## src/include/pkt_params.svh

```systemverilog
`ifndef PKT_PARAMS_SVH
`define PKT_PARAMS_SVH

// width of data and control words.
`define DATA_WIDTH 32

// the length field is clog2 of this, so the longest payload is one less.
`define DATA_LENGTH_MAX 64

`endif

```

## src/design/pkt_switch_pkg.sv

```systemverilog
`include "pkt_params.svh"

package pkt_switch_pkg;

    localparam int DATA_WIDTH      = `DATA_WIDTH;
    localparam int DATA_LENGTH_MAX = `DATA_LENGTH_MAX;

    // length field sits in the low bits of the control word.
    localparam int WIDTH_LENGTH    = $clog2(DATA_LENGTH_MAX);

    typedef logic [DATA_WIDTH-1:0]   word_t;
    typedef logic [WIDTH_LENGTH-1:0] len_t;

    // one entry per filed packet.
    typedef struct packed {
        word_t ctrl;
        len_t  count;
        logic  bad;
    } pkt_desc_t;

endpackage

```

## src/design/pkt_fifo.sv

```systemverilog
`timescale 1ns/100ps

module pkt_fifo #(
    parameter int  DEPTH   = 8,
    parameter type entry_t = logic [31:0]
) (
    input  logic                       clk,
    input  logic                       rst_n,
    input  logic                       push,
    input  entry_t                     wdata,
    input  logic                       pop,
    output entry_t                     rdata,
    output logic                       empty,
    output logic                       full,
    output logic [$clog2(DEPTH+1)-1:0] level
);

    localparam int AW = (DEPTH > 1) ? $clog2(DEPTH) : 1;
    localparam int LW = $clog2(DEPTH + 1);

    entry_t        mem [DEPTH];
    logic [AW-1:0] wr_ptr;
    logic [AW-1:0] rd_ptr;
    logic          do_push;
    logic          do_pop;

    assign do_push = push && !full;
    assign do_pop  = pop && !empty;

    assign empty = (level == '0);
    assign full  = (level == LW'(DEPTH));

    // the head entry is visible whenever the FIFO is not empty.
    assign rdata = mem[rd_ptr];

    always_ff @(posedge clk) begin
        if (do_push) begin
            mem[wr_ptr] <= wdata;
        end
    end

    always_ff @(posedge clk or negedge rst_n) begin
        if (!rst_n) begin
            wr_ptr <= '0;
            rd_ptr <= '0;
            level  <= '0;
        end else begin
            if (do_push) begin
                wr_ptr <= (wr_ptr == AW'(DEPTH - 1)) ? '0 : wr_ptr + 1'b1;
            end
            if (do_pop) begin
                rd_ptr <= (rd_ptr == AW'(DEPTH - 1)) ? '0 : rd_ptr + 1'b1;
            end
            case ({do_push, do_pop})
                2'b10: level <= level + 1'b1;
                2'b01: level <= level - 1'b1;
                default: level <= level;
            endcase
        end
    end

endmodule

```

## src/design/in_wr_controller.sv

```systemverilog
`timescale 1ns/100ps

module in_wr_controller
    import pkt_switch_pkg::*;
#(
    parameter int DATA_DEPTH = 128
) (
    input  logic                            clk,
    input  logic                            rst_n,
    input  logic                            sop,
    input  logic                            valid,
    input  logic                            eop,
    input  word_t                           ctrl_data_in,
    input  word_t                           data_in,
    input  logic [$clog2(DATA_DEPTH+1)-1:0] data_level,
    input  logic                            desc_full,
    output logic                            in_ready,
    output logic                            data_push,
    output word_t                           data_word,
    output logic                            desc_push,
    output pkt_desc_t                       desc,
    output logic                            done,
    output logic                            error
);

    typedef enum logic [2:0] {
        IDLE  = 3'b110,
        LOAD  = 3'b001,
        WR    = 3'b011,
        WAIT  = 3'b010,
        ERROR = 3'b111
    } state_t;

    state_t state;
    state_t state_n;
    word_t  ctrl_reg;
    len_t   cnt;
    len_t   cnt_next;
    len_t   data_length;
    logic   bad;
    logic   space_ok;
    logic   cnt_full;
    logic   beat;
    logic   last_beat;
    logic   len_mismatch;
    logic   cnt_clr;
    logic   ctrl_load;

    // room for a full-size packet must exist before a new one starts.
    assign space_ok = (DATA_DEPTH - int'(data_level)) >= DATA_LENGTH_MAX;
    assign in_ready = (state == IDLE) && space_ok && !desc_full;

    assign data_length = ctrl_reg[WIDTH_LENGTH-1:0];
    assign cnt_full    = (cnt == '1);
    assign beat        = (state == WR) && valid;
    assign last_beat   = beat && eop;

    // a beat past the largest count is not stored and marks the packet bad.
    assign data_push = beat && !cnt_full;
    assign data_word = data_in;
    assign cnt_next  = data_push ? cnt + 1'b1 : cnt;

    assign len_mismatch = cnt_full || (cnt_next != data_length);

    assign desc.ctrl  = ctrl_reg;
    assign desc.count = cnt;
    assign desc.bad   = bad;

    assign error = (state == ERROR);

    always_ff @(posedge clk or negedge rst_n) begin
        if (!rst_n) begin
            state <= IDLE;
        end else begin
            state <= state_n;
        end
    end

    always_ff @(posedge clk or negedge rst_n) begin
        if (!rst_n) begin
            cnt <= '0;
            bad <= 1'b0;
        end else begin
            if (cnt_clr) begin
                cnt <= '0;
                bad <= 1'b0;
            end else begin
                cnt <= cnt_next;
                if (last_beat) begin
                    bad <= len_mismatch;
                end
            end
        end
    end

    always_ff @(posedge clk) begin
        if (ctrl_load) begin
            ctrl_reg <= ctrl_data_in;
        end
    end

    always_comb begin
        state_n   = state;
        ctrl_load = 1'b0;
        cnt_clr   = 1'b0;
        desc_push = 1'b0;
        done      = 1'b0;
        case (state)
            IDLE: begin
                if (sop && in_ready) begin
                    state_n = LOAD;
                end
            end
            LOAD: begin
                ctrl_load = 1'b1;
                cnt_clr   = 1'b1;
                state_n   = WR;
            end
            WR: begin
                if (last_beat) begin
                    state_n = len_mismatch ? ERROR : WAIT;
                end
            end
            ERROR: begin
                state_n = WAIT;
            end
            WAIT: begin
                // file the descriptor as soon as there is room for it.
                if (!desc_full) begin
                    desc_push = 1'b1;
                    done      = 1'b1;
                    state_n   = IDLE;
                end
            end
            default: begin
                state_n = IDLE;
            end
        endcase
    end

endmodule

```

## src/design/out_rd_controller.sv

```systemverilog
`timescale 1ns/100ps

module out_rd_controller
    import pkt_switch_pkg::*;
(
    input  logic      clk,
    input  logic      rst_n,
    input  logic      desc_empty,
    input  pkt_desc_t desc,
    output logic      desc_pop,
    input  logic      data_empty,
    input  word_t     data_word,
    output logic      data_pop,
    input  logic      out_ready,
    output logic      out_valid,
    output logic      out_sop,
    output logic      out_eop,
    output word_t     out_data
);

    typedef enum logic [1:0] {
        IDLE = 2'b00,
        HEAD = 2'b01,
        SEND = 2'b10,
        DROP = 2'b11
    } state_t;

    state_t state;
    state_t state_n;
    len_t   rem;
    logic   rem_load;
    logic   send_ctrl;
    logic   send_data;
    logic   send_last;

    always_comb begin
        state_n   = state;
        rem_load  = 1'b0;
        send_ctrl = 1'b0;
        send_data = 1'b0;
        send_last = 1'b0;
        data_pop  = 1'b0;
        desc_pop  = 1'b0;
        case (state)
            IDLE: begin
                if (!desc_empty) begin
                    rem_load = 1'b1;
                    state_n  = desc.bad ? DROP : HEAD;
                end
            end
            HEAD: begin
                if (out_ready) begin
                    send_ctrl = 1'b1;
                    state_n   = SEND;
                end
            end
            SEND: begin
                if (out_ready && !data_empty) begin
                    send_data = 1'b1;
                    data_pop  = 1'b1;
                    if (rem == len_t'(1)) begin
                        send_last = 1'b1;
                        desc_pop  = 1'b1;
                        state_n   = IDLE;
                    end
                end
            end
            DROP: begin
                // drain without looking at out_ready.
                if (rem == '0) begin
                    desc_pop = 1'b1;
                    state_n  = IDLE;
                end else if (!data_empty) begin
                    data_pop = 1'b1;
                end
            end
            default: begin
                state_n = IDLE;
            end
        endcase
    end

    always_ff @(posedge clk or negedge rst_n) begin
        if (!rst_n) begin
            state     <= IDLE;
            rem       <= '0;
            out_valid <= 1'b0;
            out_sop   <= 1'b0;
            out_eop   <= 1'b0;
        end else begin
            state     <= state_n;
            out_valid <= send_ctrl || send_data;
            out_sop   <= send_ctrl;
            out_eop   <= send_last;
            if (rem_load) begin
                rem <= desc.count;
            end else if (data_pop) begin
                rem <= rem - 1'b1;
            end
        end
    end

    always_ff @(posedge clk) begin
        if (send_ctrl) begin
            out_data <= desc.ctrl;
        end else if (send_data) begin
            out_data <= data_word;
        end
    end

endmodule

```

## src/design/pkt_ingress_top.sv

```systemverilog
`timescale 1ns/100ps

module pkt_ingress_top
    import pkt_switch_pkg::*;
#(
    parameter int DATA_DEPTH = 128,
    parameter int DESC_DEPTH = 8
) (
    input  logic  clk,
    input  logic  rst_n,
    input  logic  sop,
    input  word_t ctrl_data_in,
    input  logic  valid,
    input  word_t data_in,
    input  logic  eop,
    output logic  in_ready,
    input  logic  out_ready,
    output logic  out_valid,
    output logic  out_sop,
    output logic  out_eop,
    output word_t out_data,
    output logic  done,
    output logic  error
);

    logic                            data_push;
    word_t                           data_wr;
    logic                            data_pop;
    word_t                           data_head;
    logic                            data_empty;
    logic [$clog2(DATA_DEPTH+1)-1:0] data_level;
    logic                            desc_push;
    pkt_desc_t                       desc_wr;
    logic                            desc_pop;
    pkt_desc_t                       desc_head;
    logic                            desc_empty;
    logic                            desc_full;

    in_wr_controller #(
        .DATA_DEPTH (DATA_DEPTH)
    ) in_wr_controller_inst (
        .clk          (clk),
        .rst_n        (rst_n),
        .sop          (sop),
        .valid        (valid),
        .eop          (eop),
        .ctrl_data_in (ctrl_data_in),
        .data_in      (data_in),
        .data_level   (data_level),
        .desc_full    (desc_full),
        .in_ready     (in_ready),
        .data_push    (data_push),
        .data_word    (data_wr),
        .desc_push    (desc_push),
        .desc         (desc_wr),
        .done         (done),
        .error        (error)
    );

    pkt_fifo #(
        .DEPTH   (DATA_DEPTH),
        .entry_t (word_t)
    ) data_fifo_inst (
        .clk   (clk),
        .rst_n (rst_n),
        .push  (data_push),
        .wdata (data_wr),
        .pop   (data_pop),
        .rdata (data_head),
        .empty (data_empty),
        .full  (),
        .level (data_level)
    );

    pkt_fifo #(
        .DEPTH   (DESC_DEPTH),
        .entry_t (pkt_desc_t)
    ) desc_fifo_inst (
        .clk   (clk),
        .rst_n (rst_n),
        .push  (desc_push),
        .wdata (desc_wr),
        .pop   (desc_pop),
        .rdata (desc_head),
        .empty (desc_empty),
        .full  (desc_full),
        .level ()
    );

    out_rd_controller out_rd_controller_inst (
        .clk        (clk),
        .rst_n      (rst_n),
        .desc_empty (desc_empty),
        .desc       (desc_head),
        .desc_pop   (desc_pop),
        .data_empty (data_empty),
        .data_word  (data_head),
        .data_pop   (data_pop),
        .out_ready  (out_ready),
        .out_valid  (out_valid),
        .out_sop    (out_sop),
        .out_eop    (out_eop),
        .out_data   (out_data)
    );

endmodule

```

## config.mk

```make
export PLATFORM = sky130hd
export DESIGN_NAME = pkt_ingress_top
export DESIGN_NICKNAME = d
export VERILOG_FILES = /design/src/design/pkt_switch_pkg.sv /design/src/design/pkt_fifo.sv /design/src/design/in_wr_controller.sv /design/src/design/out_rd_controller.sv /design/src/design/pkt_ingress_top.sv
export VERILOG_INCLUDE_DIRS = /design/src /design/src/include
export SDC_FILE = /design/constraint.sdc
export NUM_CORES = 2
export LEC_CHECK = 0
export ABC_CLOCK_PERIOD_IN_PS = 6000
export BUFFER_PORTS_ARGS = -buffer_cell sky130_fd_sc_hd__buf_2
export CAP_MARGIN = 20
export CORE_ASPECT_RATIO = 0.7
export CORE_MARGIN = 3
export CORE_UTILIZATION = 53
export DETAILED_ROUTE_END_ITERATION = 6
export PLACE_DENSITY = 0.71
export RECOVER_POWER = 50
export REMOVE_ABC_BUFFERS = 1
export SKIP_CTS_REPAIR_TIMING = 1
export SYNTH_ARGS = -nofsm -noshare
export SYNTH_HDL_FRONTEND = slang
export SYNTH_MEMORY_MAX_BITS = 65536
export SYNTH_SLANG_ARGS = --single-unit
```

## constraint.sdc

```tcl
create_clock -name clk -period 6 [get_ports clk]
set_input_delay 0.9 -clock clk [delete_from_list [all_inputs] [get_ports clk]]
set_output_delay 0.9 -clock clk [all_outputs]
set_load 0.02 [all_outputs]
```

==> load_flow_metrics.sql <==
INSERT INTO impl_metrics (metric_group, metric, value, unit) VALUES
('route', 'remaining_drc_errors', '1', ''),
('timing', 'worst_pin_slew', '4.47', 'ns'),
('layout', 'flip_flop_count_of_the_largest_register_after_layout', '4096', ''),
('synth', 'postSynthAreaPerCell', '21.8', 'µm²'),
('worst_setup_path', 'cp-end-kind', 'flop', ''),
('grt', 'grt_first_pass_wirelength', '716000', 'µm'),
('timing', 'finalHoldWorstSlack', '0.125', 'ns'),
('route', 'dr.first_iter.drc_count', '17421', ''),
('synth', 'syn-cell-area', '174000', 'µm²'),
('synth', 'yosysWarningCount', '0', ''),
('timing', 'fin_worst_skew', '0.0608', 'ns'),
('route', 'met3RoutedLength', '95100', 'µm'),
('status', 'status', 'finished with violations', ''),
('worst_setup_path', 'timing.setup.critical_path_class', 'in2reg', ''),
('placed_design', 'post-dp-hpwl', '321000', 'µm'),
('worst_setup_path', 'path_max_fanout', '58', ''),
('layout', 'final-instance-count-excl-fill', '13160', ''),
('worst_setup_path', 'crit_path_cell_trace', 'clkbuf_1 -> clkbuf_1', ''),
('worst_setup_path', 'critical_path_buf_inv_count', '2', ''),
('worst_setup_path', 'critPathRequiredTime', '6.14', 'ns'),
('synth', 'ys_dominant_reg_cell', 'edfxtp_1', ''),
('route', 'drt-total-wl', '519000', 'µm'),
('job', 'number_of_violations_of_the_max_capacitance_limit', '64', ''),
('clock_network', 'clk_pin_slew', '0.06', 'ns'),
('worst_setup_path', 'worst_path_max_delay_cell', 'clkbuf_1', ''),
('route', 'via_count', '92141', ''),
('status', 'violations', 'DRC, capacitance limit, slew limit', ''),
('worst_setup_path', 'crit_top_cell', 'clkbuf_1', ''),
('floorplan', 'horiz_die_dim', '690', 'µm'),
('synth', 'ys_seq_area_frac', '0.781', ''),
('timing', 'timing_max_transition_violations_final', '4079', ''),
('timing', 'timing.final.hold_violations', '0', ''),
('power', 'vdd.ir_drop.worst', '0.324', 'mV'),
('worst_setup_path', 'cp_data_arrival_time', '5.50', 'ns'),
('worst_hold_path', 'hold_class', 'in2reg', ''),
('route', 'topRoutingLayerUsed', 'met5', ''),
('grt', 'grt_pass1_vias', '87386', ''),
('clock_network', 'clockBufferDepth', '4', ''),
('layout', 'layout-drive-gt1-share', '0.255', ''),
('clock_network', 'insertion_delay', '0.97', 'ns'),
('synth', 'yosysMostFrequentCell', 'edfxtp_1', ''),
('route', 'post_drt_wl_per_cell', '39.5', 'µm'),
('floorplan', 'chipHeight', '485', 'µm'),
('worst_setup_path', 'critical-path-top-delay-family', 'buffers and inverters', ''),
('floorplan', 'initial_utilization', '0.534', ''),
('timing', 'setup_repair_after_global_routing_missed_its_margin', 'false', ''),
('placed_design', 'portBuffers', '107', ''),
('synth', 'synth_seq_cells', '4525', ''),
('route', 'route.met2.wl', '214000', 'µm'),
('route', 'm1WireLength', '184000', 'µm'),
('floorplan', 'rows', '175', ''),
('timing', 'final.min_clock_period', '5.36', 'ns'),
('route', 'detail-route-antenna-nets', '0', ''),
('worst_setup_path', 'cpPeakStageDelay', '2.96', 'ns'),
('synth', 'syn-instance-count', '7953', ''),
('placed_design', 'gp_routability_congestion', '0.946', ''),
('synth', 'largest_area_contributor_in_the_netlist', 'edfxtp_1', ''),
('power', 'leakage', '0.0614', 'µW'),
('timing', 'fmax', '186', 'MHz'),
('route', 'drt_first_pass_iters', '7', ''),
('clock_network', 'cts_inserted_buffers', '400', ''),
('layout', 'regMostFlops', 'data_fifo_inst.mem', ''),
('synth', 'postSynth.asyncResetShare', '0.0117', ''),
('layout', 'synthToLayoutAreaGrowth', '12.5', '%'),
('synth', 'post_synth_most_frequent_cells', 'edfxtp_1 (4,472), mux4_2 (938), mux2i_1 (416)', ''),
('power', 'power_density', '459', 'nW/µm²'),
('layout', 'top_regs', 'data_fifo_inst.mem x4096, desc_fifo_inst.mem x312', ''),
('floorplan', 'core_area', '325000', 'µm²'),
('timing', 'finalSetupViolations', '0', ''),
('clock_network', 'cts-root-buf', 'clkbuf_16', ''),
('grt', 'grt_max_degree', '97', '');
## where the power goes
| part | total [µW] | switching (µW) | internal [µW] |
|---|---|---|---|
| clock | 26200 | 11500 | 14700 |
| combinational | 27300 | 17500 | 9810 |
| sequential | 36300 | 995 | 35300 |
| total | 89700 | 29900 | 59800 |
## worst paths after layout
path                                                           end  depth (start not counted)  slack [ns]                      from
max in group asynchronous                 data_fifo_inst.rd_ptr[4]                          2        2.39                     rst_n
worst min register to register             desc_fifo_inst.level[3]                          1        0.53   desc_fifo_inst.level[3]
worst max-delay path                    data_fifo_inst.mem[85][24]                          2        0.64               data_in[24]
min in group asynchronous                 desc_fifo_inst.wr_ptr[1]                          2        1.20                     rst_n
worst min-delay path            in_wr_controller_inst.ctrl_reg[14]                          1        0.12          ctrl_data_in[14]
worst max register to register  out_rd_controller_inst.out_data[3]                          7        0.87  data_fifo_inst.rd_ptr[0]
## cell type report
class                           count  area [µm²]
Sequential cell                  4525      136000
Clock buffer                      493       10700
Tap cell                         4336        5430
Timing Repair Buffer              569        4480
Clock inverter                    225        2360
Inverter                           21        87.6
Antenna cell                       33        82.6
Fill cell                       22128      130000
Multi-Input combinational cell   2958       36600
## cell families after synthesis
logic type / synth area share
AO/OA/AOI/OAI: 0.0352
XOR/XNOR: 0.00146
multiplexers: 0.148
flip-flops: 0.781
buffers and inverters: 0.0151
AND/OR/NAND/NOR: 0.0179
adder cells (fa/ha/maj): 0.00160
## layout by cell type, fill, tap and decap left out, types with 19 or more instances in the layout
master / count
a211oi_1: 89
a21oi_1: 136
a221oi_1: 52
a22o_1: 49
a22oi_1: 172
a31oi_1: 21
buf_12: 46
buf_2: 68
buf_4: 365
bufinv_16: 47
clkbuf_1: 120
clkbuf_16: 414
clkbuf_2: 29
clkinv_1: 84
clkinv_2: 67
dfrtp_1: 41
diode_2: 33
edfxtp_1: 4472
ha_1: 19
mux2_2: 23
mux2i_1: 416
mux4_2: 938
nand2_1: 185
nand3_1: 69
nand4_1: 29
nor2_1: 81
nor2_4: 132
nor2b_1: 27
nor3_1: 21
o211ai_1: 30
o21ai_0: 68
o221ai_1: 64
o22ai_1: 69
## metal layers
layer / vias to the layer above / global-route usage
met5: - / 0.00398
met2: 8161 / 0.415
met1: 47944 / 0.446
met4: 30 / 0.120
met3: 1210 / 0.134
li1: 34796 / -
## through the flow
step | utilization | TNS (ns) | cell area [µm²] | power (µW) | setup WS, ns
final | 0.601 | 0 | 195000 | 89700 | 0.638
after global routing | 0.600 | 0 | 195000 | 91500 | 0.507
after CTS | 0.601 | 0 | 195000 | 88700 | 0.908
after detailed placement | 0.560 | 0 | 182000 | 62900 | 0.962
after global placement | 0.560 | 0 | 182000 | 62500 | 0.720
after floorplan | - | -1584.18 | 171000 | 47800 | -45.39
## worst reg2reg max path, delay by kind of cell, from the launching register on
family / cells / cell delay (ns)
mux: 1 / 0.56
flops: 1 / 1.11
compound gates: 5 / 2.51
buf+inv: 1 / 0.58
(Power assumes the default switching activity.)
